[src/verilog/drbg_pkg.sv]
// Shared types and constants for the DRBG
// Word, counter, mask and length types, controller state enum
// Mixing constants and the K and V start values

package drbg_pkg;

  // ----------------------------------------
  // Widths with a meaning
  // ----------------------------------------
  typedef logic [31:0] word_t;     // K, V, T, entropy, nonce, tags
  typedef logic [7:0]  cnt_t;      // Update counter, low byte of counter word
  typedef logic [15:0] mask_t;     // LFSR word
  typedef logic [2:0]  msg_len_t;  // Valid message words, 1 to 4

  // Controller sequence
  typedef enum logic [3:0] {
    idle,     // Wait for a command
    init,     // Load K and V start values
    next,     // Bump counter for a fresh update
    k1,       // K = mac(K, V || cnt || entropy || nonce)
    v1,       // V = mac(K, V)
    k2_prep,  // Second counter bump
    k2,       // K = mac(K, V || cnt || entropy || nonce)
    v2,       // V = mac(K, V)
    t,        // T = V = mac(K, V)
    check,    // Range check on T
    k3,       // K = mac(K, V || 0)
    v3,       // V = mac(K, V)
    done      // Publish T
  } drbg_state_e;

  // ----------------------------------------
  // Start values and mixing constants
  // ----------------------------------------
  localparam word_t k_init    = 32'h0000_0000;
  localparam word_t v_init    = 32'h0101_0101;
  localparam word_t mix_const = 32'h9e37_79b9;  // Golden ratio round constant
  localparam int    mix_rounds = 4;             // Rounds per message word

  // Tag rule, one round per step:
  //   state = rotl5(state ^ w) + mix_const
  // Each word gets mix_rounds steps, then the length is added

endpackage

[src/verilog/drbg_mac_if.sv]
// Request and tag bundle between the DRBG controller and mac core
// Four-phase req/ack, controller and core modports

interface drbg_mac_if;
  import drbg_pkg::*;

  logic             req;   // Raised by controller, payload stable while high
  word_t            key;   // Current K
  word_t [3:0]      msg;   // Word 0 is mixed first
  msg_len_t         len;   // 1 to 4 words
  mask_t            mask;  // LFSR sample, low bits set the dummy cycles
  logic             ack;   // Raised by core with tag valid
  word_t            tag;   // Result of the keyed mix

  // Controller side
  modport ctrl (
    output req, key, msg, len, mask,
    input  ack, tag
  );

  // Core side
  modport core (
    input  req, key, msg, len, mask,
    output ack, tag
  );

endinterface

[src/verilog/drbg_mac.sv]
// Multi-cycle keyed mixing core standing in for HMAC
// Dummy cycles from the mask, one round per cycle, length added last

module drbg_mac (
  input  logic      clk,
  input  logic      reset_n,
  input  logic      zeroize,
  drbg_mac_if.core  mac
);
  import drbg_pkg::*;

  typedef enum logic [2:0] {
    core_idle,   // Wait for req
    core_dummy,  // Burn masked cycles
    core_mix,    // One round per cycle
    core_fin,    // Add length, raise ack
    core_ack     // Hold ack until req drops
  } core_state_e;

  core_state_e core_st;
  logic [1:0]  dummy_cnt;  // Remaining dummy cycles
  logic [1:0]  word_idx;   // Word being mixed
  logic [1:0]  rnd_idx;    // Round within the word
  logic        ack_q;
  word_t       mix_q;      // Running mix state
  word_t [3:0] msg_q;
  msg_len_t    len_q;
  word_t       tag_q;
  logic        last_rnd;
  logic        last_word;
  logic        take_req;

  // One mixing step
  function automatic word_t mix_round(input word_t s, input word_t w);
    word_t x;
    x = s ^ w;
    return {x[26:0], x[31:27]} + mix_const;  // Rotate left by 5, add constant
  endfunction

  assign take_req  = (core_st == core_idle) && mac.req;
  assign last_rnd  = (rnd_idx == 2'(mix_rounds - 1));
  assign last_word = (word_idx == 2'(len_q - msg_len_t'(1)));

  // ----------------------------------------
  // Sequencing and handshake
  // ----------------------------------------
  always_ff @(posedge clk or negedge reset_n) begin
    if (!reset_n) begin
      core_st   <= core_idle;
      dummy_cnt <= '0;
      word_idx  <= '0;
      rnd_idx   <= '0;
      ack_q     <= 1'b0;
    end else if (zeroize) begin
      core_st   <= core_idle;
      dummy_cnt <= '0;
      word_idx  <= '0;
      rnd_idx   <= '0;
      ack_q     <= 1'b0;
    end else begin
      case (core_st)
        core_idle: begin
          if (mac.req) begin
            dummy_cnt <= mac.mask[1:0];  // 0 to 3 extra cycles
            word_idx  <= '0;
            rnd_idx   <= '0;
            core_st   <= (mac.mask[1:0] == 2'd0) ? core_mix : core_dummy;
          end
        end
        core_dummy: begin
          dummy_cnt <= dummy_cnt - 2'd1;
          if (dummy_cnt == 2'd1) core_st <= core_mix;
        end
        core_mix: begin
          if (last_rnd) begin
            rnd_idx  <= '0;
            word_idx <= word_idx + 2'd1;
            if (last_word) core_st <= core_fin;  // All len x 4 rounds done
          end else begin
            rnd_idx <= rnd_idx + 2'd1;
          end
        end
        core_fin: begin
          ack_q   <= 1'b1;  // Tag valid from here
          core_st <= core_ack;
        end
        core_ack: begin
          if (!mac.req) begin
            ack_q   <= 1'b0;  // Falls one cycle after req
            core_st <= core_idle;
          end
        end
        default: core_st <= core_idle;
      endcase
    end
  end

  // Datapath
  always_ff @(posedge clk) begin
    if (take_req) begin
      mix_q <= mac.key;  // State starts at key
      msg_q <= mac.msg;
      len_q <= mac.len;
    end else if (core_st == core_mix) begin
      mix_q <= mix_round(mix_q, msg_q[word_idx]);
    end
    if (core_st == core_fin) tag_q <= mix_q + word_t'(len_q);
  end

  assign mac.ack = ack_q;
  assign mac.tag = tag_q;

endmodule

[src/verilog/drbg_lfsr.sv]
// Free-running 16-bit Galois LFSR for the timing mask
// Reseeded by xor on init_cmd, never left at zero

module drbg_lfsr #(
  parameter drbg_pkg::mask_t lfsr_init_seed = 16'hace1
) (
  input  logic            clk,
  input  logic            reset_n,
  input  logic            zeroize,
  input  logic            init_cmd,
  input  drbg_pkg::mask_t lfsr_seed,
  output drbg_pkg::mask_t mask
);
  import drbg_pkg::*;

  localparam mask_t taps = 16'hb400;
  // Zero seed would lock the register
  localparam mask_t start_seed = (lfsr_init_seed == '0) ? mask_t'(1) : lfsr_init_seed;

  mask_t lfsr_q;
  mask_t stepped;
  mask_t reseeded;

  assign stepped  = lfsr_q[0] ? ((lfsr_q >> 1) ^ taps) : (lfsr_q >> 1);
  assign reseeded = lfsr_q ^ lfsr_seed;

  always_ff @(posedge clk or negedge reset_n) begin
    if (!reset_n) begin
      lfsr_q <= start_seed;
    end else if (zeroize) begin
      lfsr_q <= start_seed;
    end else if (init_cmd) begin
      lfsr_q <= (reseeded == '0) ? start_seed : reseeded;  // Avoid all-zero
    end else begin
      lfsr_q <= stepped;  // Step every cycle
    end
  end

  assign mask = lfsr_q;

endmodule

[src/verilog/drbg_ctrl.sv]
// DRBG controller FSM
// Holds K, V and the counter, builds mac requests, range-checks T
// Owns ready, valid and drbg

module drbg_ctrl #(
  parameter drbg_pkg::word_t drbg_limit = 32'hfffe_ffff
) (
  input  logic            clk,
  input  logic            reset_n,
  input  logic            zeroize,
  input  logic            init_cmd,
  input  logic            next_cmd,
  input  drbg_pkg::word_t entropy,
  input  drbg_pkg::word_t nonce,
  input  drbg_pkg::mask_t mask,
  drbg_mac_if.ctrl        mac,
  output logic            ready,
  output logic            valid,
  output drbg_pkg::word_t drbg
);
  import drbg_pkg::*;

  drbg_state_e state_q;
  drbg_state_e state_d;
  word_t       k_q;
  word_t       v_q;        // Also T after the t step
  cnt_t        cnt_q;
  word_t       entropy_q;  // Captured with the command
  word_t       nonce_q;
  word_t       cnt_word;
  mask_t       mask_q;
  logic        req_q;
  logic        accept;
  logic        is_mac;
  logic        start_req;
  logic        tag_in;
  logic        t_ok;

  assign accept    = (state_q == idle) && ready && (init_cmd ^ next_cmd);  // Both high is ignored
  assign is_mac    = state_q inside {k1, v1, k2, v2, t, k3, v3};
  assign start_req = is_mac && !req_q && !mac.ack;  // Previous ack must be gone
  assign tag_in    = req_q && mac.ack;
  assign t_ok      = (v_q != '0) && (v_q <= drbg_limit);
  assign cnt_word  = word_t'(cnt_q);  // Counter in low byte

  // ----------------------------------------
  // Next state
  // ----------------------------------------
  always_comb begin
    state_d = state_q;
    case (state_q)
      idle:    if (accept) state_d = init_cmd ? init : next;
      init:    state_d = k1;
      next:    state_d = k1;
      k1:      if (tag_in) state_d = v1;
      v1:      if (tag_in) state_d = k2_prep;
      k2_prep: state_d = k2;
      k2:      if (tag_in) state_d = v2;
      v2:      if (tag_in) state_d = t;
      t:       if (tag_in) state_d = check;
      check:   state_d = t_ok ? done : k3;  // Reject zero or above limit
      k3:      if (tag_in) state_d = v3;
      v3:      if (tag_in) state_d = t;     // Retry with reseeded K, V
      done:    state_d = idle;
      default: state_d = idle;
    endcase
  end

  // Message per step, word 0 first
  always_comb begin
    mac.msg = '0;
    mac.len = msg_len_t'(1);
    case (state_q)
      k1, k2: begin
        mac.msg = {nonce_q, entropy_q, cnt_word, v_q};
        mac.len = msg_len_t'(4);
      end
      k3: begin
        mac.msg[0] = v_q;  // Followed by the zero word
        mac.len    = msg_len_t'(2);
      end
      default: mac.msg[0] = v_q;
    endcase
  end

  // ----------------------------------------
  // FSM, req and ready
  // ----------------------------------------
  always_ff @(posedge clk or negedge reset_n) begin
    if (!reset_n) begin
      state_q <= idle;
      req_q   <= 1'b0;
      ready   <= 1'b0;
    end else if (zeroize) begin
      state_q <= idle;
      req_q   <= 1'b0;
      ready   <= 1'b0;
    end else begin
      state_q <= state_d;
      ready   <= (state_q == idle) && !accept;  // High a cycle after idle entry
      if (start_req) req_q <= 1'b1;
      else if (tag_in) req_q <= 1'b0;  // Tag captured this edge
    end
  end

  // Outputs hold until the next accepted command
  always_ff @(posedge clk or negedge reset_n) begin
    if (!reset_n) begin
      valid <= 1'b0;
      drbg  <= '0;
    end else if (zeroize) begin
      valid <= 1'b0;
      drbg  <= '0;
    end else if (accept) begin
      valid <= 1'b0;
    end else if (state_q == done) begin
      valid <= 1'b1;
      drbg  <= v_q;
    end
  end

  // K, V and counter
  always_ff @(posedge clk or negedge reset_n) begin
    if (!reset_n) begin
      k_q   <= '0;
      v_q   <= '0;
      cnt_q <= '0;
    end else if (zeroize) begin
      k_q   <= '0;
      v_q   <= '0;
      cnt_q <= '0;
    end else begin
      case (state_q)
        init: begin
          k_q   <= k_init;
          v_q   <= v_init;
          cnt_q <= '0;
        end
        next, k2_prep:  cnt_q <= cnt_q + cnt_t'(1);
        k1, k2, k3:     if (tag_in) k_q <= mac.tag;
        v1, v2, v3, t:  if (tag_in) v_q <= mac.tag;
        default:        cnt_q <= cnt_q;
      endcase
    end
  end

  // Command inputs and per-request mask
  always_ff @(posedge clk) begin
    if (accept) begin
      entropy_q <= entropy;
      nonce_q   <= nonce;
    end
    if (start_req) mask_q <= mask;  // Fresh LFSR sample per request
  end

  assign mac.req  = req_q;
  assign mac.key  = k_q;
  assign mac.mask = mask_q;

endmodule

[src/verilog/drbg_top.sv]
// DRBG top level
// Controller, mac core and mask LFSR joined by the mac interface

module drbg_top #(
  parameter drbg_pkg::word_t drbg_limit     = 32'hfffe_ffff,
  parameter drbg_pkg::mask_t lfsr_init_seed = 16'hace1
) (
  input  logic            clk,
  input  logic            reset_n,
  input  logic            zeroize,
  input  logic            init_cmd,
  input  logic            next_cmd,
  input  drbg_pkg::mask_t lfsr_seed,
  input  drbg_pkg::word_t entropy,
  input  drbg_pkg::word_t nonce,
  output logic            ready,
  output logic            valid,
  output drbg_pkg::word_t drbg
);
  import drbg_pkg::*;

  mask_t mask;  // LFSR word into the controller

  drbg_mac_if mac_if ();

  drbg_ctrl #(
    .drbg_limit (drbg_limit)
  ) drbg_ctrl_i (
    .clk      (clk),
    .reset_n  (reset_n),
    .zeroize  (zeroize),
    .init_cmd (init_cmd),
    .next_cmd (next_cmd),
    .entropy  (entropy),
    .nonce    (nonce),
    .mask     (mask),
    .mac      (mac_if),
    .ready    (ready),
    .valid    (valid),
    .drbg     (drbg)
  );

  drbg_mac drbg_mac_i (
    .clk     (clk),
    .reset_n (reset_n),
    .zeroize (zeroize),
    .mac     (mac_if)
  );

  drbg_lfsr #(
    .lfsr_init_seed (lfsr_init_seed)
  ) drbg_lfsr_i (
    .clk       (clk),
    .reset_n   (reset_n),
    .zeroize   (zeroize),
    .init_cmd  (init_cmd),
    .lfsr_seed (lfsr_seed),
    .mask      (mask)
  );

endmodule

[config.mk]
export PLATFORM = sky130hd
export DESIGN_NAME = drbg_top
export DESIGN_NICKNAME = d
export VERILOG_FILES = /design/src/verilog/drbg_pkg.sv /design/src/verilog/drbg_mac_if.sv /design/src/verilog/drbg_mac.sv /design/src/verilog/drbg_lfsr.sv /design/src/verilog/drbg_ctrl.sv /design/src/verilog/drbg_top.sv
export SDC_FILE = /design/constraint.sdc
export NUM_CORES = 1
export LEC_CHECK = 0
export BUFFER_PORTS_ARGS = -buffer_cell sky130_fd_sc_hd__clkbuf_2
export CAP_MARGIN = 20
export CORE_MARGIN = 4
export CORE_UTILIZATION = 50
export CTS_BUF_LIST = sky130_fd_sc_hd__clkbuf_16
export DETAILED_ROUTE_END_ITERATION = 10
export PLACE_DENSITY = 0.75
export SYNTH_ARGS = -nofsm -noshare
export SYNTH_HDL_FRONTEND = slang
export SYNTH_SLANG_ARGS = --single-unit
[constraint.sdc]
create_clock -name clk -period 10.6 [get_ports clk]
set_input_delay 0 -clock clk [delete_from_list [all_inputs] [get_ports clk]]
set_output_delay 0 -clock clk [all_outputs]
set_load 0.01 [all_outputs]
Yosys cells after proc, flatten, opt, wreduce, memory -nomap -nowiden:

Cells that the tools add are included.

* memory bits (read-only): 0
* memory bits (writable): 0
* memories: 0
* bits in registers: 398
* input bits: 85
* latch bits: 0

* reductions and logical operators: 42
* order comparisons: 2
* divide/modulo/power cells: 0
* multipliers: 0
* add/sub/neg operators: 7
* shift operators: 0
* bitwise operators: 4
* eq/ne operators: 34
* mux-type cells: 58

Operators with widths (count)
* two-way mux 32 bit: 9
* case mux 32 bit (2 select lines): 2
* binary-select mux 32 bit (select 2 bit): 1
* two-way mux 16 bit: 4
* case mux 4 bit (10 select lines): 1
* inequality test 3 x 2 -> 1 bit (second input constant): 11
* adder 32 x 3 -> 32 bit: 1
* adder 32 bit (second input constant): 1
* <= comparator 32 bit (second input constant): 1
* two-way mux 4 bit: 8
* nonzero test 32 bit: 1
* bitwise XOR 32 bit: 1
* nonzero test 3 bit: 8
* two-way mux 3 bit: 7
* equality test 4 bit (second input constant): 5
* two-way mux 2 bit: 9
* equality test 4 x 3 -> 1 bit (second input constant): 4
* zero test 16 bit: 1
* case mux 8 bit (2 select lines): 1
* bitwise XOR 16 bit: 1
* case mux 3 bit (5 select lines): 1
* case mux 2 bit (2 select lines): 3
* AND reduction 2 bit: 6
* two-way mux 1 bit: 9
* other kinds (33): 51

Logic depth before layout (Yosys ltp):

* depth after elaboration: 6
* mapped depth: 14

By module:

A second synthesis with hierarchy kept.

* cell total of the unflattened synthesis: 1319
* area, all modules: 18292.5 µm²

By module, submodules not included
* drbg_mac: cells an instance 621, times used 1, area each 9377.7 µm²
* drbg_ctrl: cells an instance 619, times used 1, area each 8046.5 µm²
* drbg_lfsr: cells an instance 79, times used 1, area each 868.3 µm²

Least setup slack after synthesis:

Ideal clock, no wire load.

* kind: reg-to-reg
* from: reg drbg_mac_i.core_st[2]
* to: reg drbg_mac_i.mix_q[24], data pin
* clock period less this slack: 4744 ps
* setup time: 165 ps
* slack: 5856 ps
* stages on the path, launching flop included: 8
* data arrival time: 4579 ps
* path buffers: 2
* cells stage by stage: dfrtp_1 -> clkbuf_1 -> nor2_1 -> nand2_1 -> inv_1 -> clkbuf_1 -> nand2_1 -> o31ai_2

* cells in the longest elaborated chain, start to end: 3

Ends and longest elaborated chain
* start, declared: line drbg_mac.sv:20 `core_state_e core_st;`
* start signal, assigned: line drbg_mac.sv:49 `core_st <= core_idle;`
* start signal, assigned: line drbg_mac.sv:55 `core_st <= core_idle;`
* start signal, assigned: line drbg_mac.sv:67 `core_st <= (mac.mask[1:0] == 2'd0) ? core_mix : core_dummy;`
* zero test 3 bit: line drbg_mac.sv:40 `assign take_req = (core_st == core_idle) && mac.req;`
* logical AND 1 bit: line drbg_mac.sv:40
* via drbg_mac_i.take_req: line drbg_mac.sv:31 `logic take_req;`
* two-way mux 32 bit: line drbg_mac.sv:100 `if (take_req) begin`
* end signal, assigned: line drbg_mac.sv:101 `mix_q <= mac.key;`
* end signal, assigned: line drbg_mac.sv:105 `mix_q <= mix_round(mix_q, msg_q[word_idx]);`
* end, declared: line drbg_mac.sv:25 `word_t mix_q;`

The timed path passes the listed nets, and every way through them passes these cells.
A chain may end at the register's enable or synchronous reset.

Final worst setup path:

* from: reg drbg_mac_i.word_idx[1]
* to: reg drbg_mac_i.mix_q[30], data pin

* cells in the longest elaborated chain, start to end: 6

Ends and longest elaborated chain
* start, declared: line drbg_mac.sv:22 `logic [1:0] word_idx;`
* start signal, assigned: line drbg_mac.sv:77 `word_idx <= word_idx + 2'd1;`
* binary-select mux 32 bit (select 2 bit): line drbg_mac.sv:105
* two-way mux 32 bit (implied by the code): line drbg_mac.sv:105
* bitwise XOR 32 bit: line drbg_mac.sv:36 `x = s ^ w;`
* adder 32 bit: line drbg_mac.sv:37 `return {x[26:0], x[31:27]} + mix_const;`
* two-way mux 32 bit: line drbg_mac.sv:104 `end else if (core_st == core_mix) begin`
* two-way mux 32 bit: line drbg_mac.sv:100

No other way between the ends. The select of a mux whose other input is x is not followed.

==> qor.yml <==
status:
  status: "finished clean"
finish:
  drive_above_1_share: 0.1613
  area_growth_pct: 18.29
  regArea_um2: 10560
  insertedDiodeCount: 0
  multiInputGateArea_um2: 5634
  n_fill_cell: 2586
  nets: 1619
  final_util: 0.6036
setup_path:
  reg2reg_to: "drbg_mac_i.mix_q[30]"
  rr_startpoint: "drbg_mac_i.word_idx[1]"
  crit_fanout: 41
  reg2reg_slack_ns: 6.69
  path_cells: "buf_4, and2_2, o2bb2ai_1, xor2_1, ha_1, inv_1, o31a_1, a311oi_2, o31ai_4, a21boi_2, o21ai_1, xor2_1, o21ai_1"
  cp-start-kind: "flop"
  cpMaxStageDelayCell: "and2_2"
  cp.required_ns: 10.85
  path_class: "flop to flop"
  cp-end-kind: "flop"
  ff2ff_path_depth: 13
  cp.arrival_ns: 4.16
  cp_slowest_stage_delay_ns: 0.62
placed_design:
  port_buffers: 118
  gp_congestion: 0.9261
  dp_hpwl_um: 25870
synth:
  synth_cell_types: 84
  ys.flop_type: "edfxtp_1"
  ys_warn_count: 0
  ys_ff_latch: 374
  syn_inst: 1340
  ys_top_cells_by_area: "edfxtp_1 43%, dfrtp_1 19%, xnor2_1 3.7%, nand2_1 3.6%, and2_1 2.8%"
  synth_area_leader_cell: "edfxtp_1"
  syn-num-nets: 1433
  synth.avg_cell_area_um2: 12.45
  seq_area_frac_synth: 0.6326
  synth.top_cell.area_share: 0.4265
  synth_area_um2: 16690
  ys_async_sr_fraction: 0.3663
  synth_edf_count: 237
timing:
  finalHoldViolations: 0
  finalCriticalPeriod_ns: 3.914
  timing.final.crit_share: 0.3692
  slew_headroom: 0.3888
  rsz0062_at_grt: "false"
  slew_violations: 0
  tightest_slew_ns: 0.9167
  fin_worst_skew_ns: 0.02940
  fmax_ghz: 0.2555
  tns_ns: 0
  setup_viol: 0
worst_hold_path:
  hp-class: "input port to async pin"
clocking:
  hold_buffers: 81
  ctsRootBufferMaster: "clkbuf_16"
  post_cts_buffers: 0
  cts_max_path_buffers: 3
  cts_made_buffers: 40
  clkTransAtPathRegs_ns: 0.07
  worstSkewPairLatency_ns: 0.53
  h-tree-depth: 2
  clock_sinks: 374
  cts_tree: "yes"
  postCtsResizedCells: 0
floorplan:
  rows: 66
  start_util: 0.5103
  die_h_um: 190.7
  io_pins: 119
  core_um2: 32700
  die_area_um2: 36360
  die_w_um: 190.7
run:
  maxCapViolCount: 0
pwr:
  p_leak_nw: 7.620
  p_clk_frac: 0.259
  ir_worst_vdd_mv: 0.1436
  comb_power_share: 0.296
  finalPower_mw: 5.192
  power_density_nw_per_um2: 263.0
  power_switching_share: 0.3415
  p_sw_mw: 1.773
  seqPwrFrac: 0.446
  intPower_mw: 3.419
route:
  routed_via_density: 5.579
  drcViolationCount: 0
  dr.pass1.iters: 5
  drt_wl_total_um: 39150
  vias: 11150
  wire_per_inst_um: 19.60
  drt_iter0_markers: 966
  ant_nets: 0
global_routing:
  grtUsageTotal: 0.2175
  grt_start_max_net_pins: 75
  antenna_found_initial: 0
  grt_pass1_wl_um: 61980
  grt_overflow: 0
  grt_pass1_vias: 11120
## synth_stat cells (6+ instances only)
cell,instances
and2_1,75
ha_1,7
clkbuf_1,56
o41ai_1,22
nor3_1,14
a211oi_1,8
a22o_1,16
or2_2,6
nand4_1,14
xnor2_1,70
o2bb2ai_1,8
xor2_1,33
nor2b_1,12
inv_1,43
nand3_1,24
nor2_1,83
mux2i_1,24
o21ai_1,6
a32o_1,22
o31ai_1,9
dfrtp_1,129
nand2_1,162
o21ai_0,46
nand2b_1,11
and3_1,6
dfstp_2,8
nor4_1,13
edfxtp_1,237
a21oi_1,67
## per-layer routing
layer  track usage  up-vias  wire, um  part of all wire
li1              -     5193         -                 -
met1        0.3175     5400     16820              0.43
met2        0.3342      483     17580              0.45
met3       0.04174       70      3672             0.094
met4       0.06740        0      1079             0.028
met5             0        -         0                 0
## worst max-delay path, delay by kind of cell, from the launching register on
kind                       cells  cell delay (ns)
buffers and inverters          2             0.57
DFF                            1             0.34
xor gates and xnor gates       2             0.35
AOI/OAI and AO/OA              7             1.54
adders and majority gates      1             0.18
and+or+nand+nor                1             0.62
## cell usage in the layout (no fill, tap or decap), types with 6 or more instances in the layout
cell,instances
dfrtp_1,128
a22o_1,16
a211oi_1,8
and2_1,75
clkinv_1,9
nor2b_1,12
o31ai_1,9
nand2b_1,11
o2bb2ai_1,8
nand3_1,24
o21ai_1,6
o41ai_1,22
nor4_1,13
clkbuf_2,116
ha_1,7
a32o_1,22
nand4_1,14
xor2_1,33
inv_1,53
xnor2_1,70
nand2_1,162
mux2i_1,24
or2_2,6
nor3_1,11
dfstp_2,8
clkbuf_16,42
dlygate4sd3_1,81
nor2_1,80
buf_4,17
edfxtp_1,237
and3_1,6
a21oi_1,67
o21ai_0,46
## area by class of cell
class | instances | share of cell area
Multi-Input combinational cell | 849 | 0.2855
Inverter | 44 | 0.008494
Timing Repair Buffer | 217 | 0.07918
Clock buffer | 42 | 0.05325
Tap cell | 442 | 0.02802
Sequential cell | 374 | 0.5348
Clock inverter | 30 | 0.01078
## registers in the layout (all words and copies together) (netlist names), 3 cells and up
register and count:
drbg_mac_i.core_st 3, drbg_ctrl_i.cnt_q 8, drbg_mac_i.mix_q 32, drbg_ctrl_i.mac.key 32, drbg_ctrl_i.entropy_q 32, drbg_ctrl_i.drbg 32
drbg_ctrl_i.state_q 4, drbg_mac_i.len_q 3, drbg_ctrl_i.v_q 32, drbg_lfsr_i.mask 16, drbg_mac_i.msg_q 104, drbg_ctrl_i.nonce_q 32
drbg_mac_i.mac.tag 32
## kinds of logic after synthesis
kind of cell | after synthesis | synth area share
AND/OR/NAND/NOR | 442 | 0.1287
flip-flops | 374 | 0.6326
AO/OA/AOI/OAI | 251 | 0.1085
buffers and inverters | 117 | 0.03202
XOR/XNOR | 111 | 0.06254
multiplexers | 37 | 0.02924
adder cells (fa/ha/maj) | 8 | 0.006449
## power by group through the flow
stage	Combinational, mW	Clock (mW)	Sequential, mW
2_1_floorplan	1.18	0	2.22
3_3_place_gp	1.47	0	2.33
3_5_place_dp	1.50	0	2.33
4_1_cts	1.53	1.37	2.31
5_1_grt	1.70	1.44	2.34
6_report	1.53	1.34	2.31
## how the worst max path moves through the flow
stage | startpoint | depth (start not counted) | end
finish | drbg_mac_i.word_idx[1] | 13 | drbg_mac_i.mix_q[30]
global route | drbg_mac_i.word_idx[1] | 13 | drbg_mac_i.mix_q[28]
CTS | drbg_mac_i.word_idx[1] | 13 | drbg_mac_i.mix_q[30]
detailed placement | drbg_mac_i.word_idx[1] | 13 | drbg_mac_i.mix_q[30]
global placement | drbg_mac_i.word_idx[1] | 13 | drbg_mac_i.mix_q[30]
floorplan | drbg_mac_i.core_st[2] | 7 | drbg_mac_i.mix_q[24]
## through the flow
stage | hold WS (ns) | worst slack (ns) | instances | cell area [um^2]
floorplan | -0.2956 | 5.856 | 1340 | 16690
global placement | 0.04529 | 6.816 | 1844 | 17640
detailed placement | 0.04753 | 6.690 | 1845 | 17660
CTS | 0.02636 | 6.677 | 1998 | 19740
global route | 0.07802 | 6.498 | 1998 | 19740
finish | 0.05099 | 6.686 | 1998 | 19740
No activity file was read; power rests on OpenSTA's default activity.
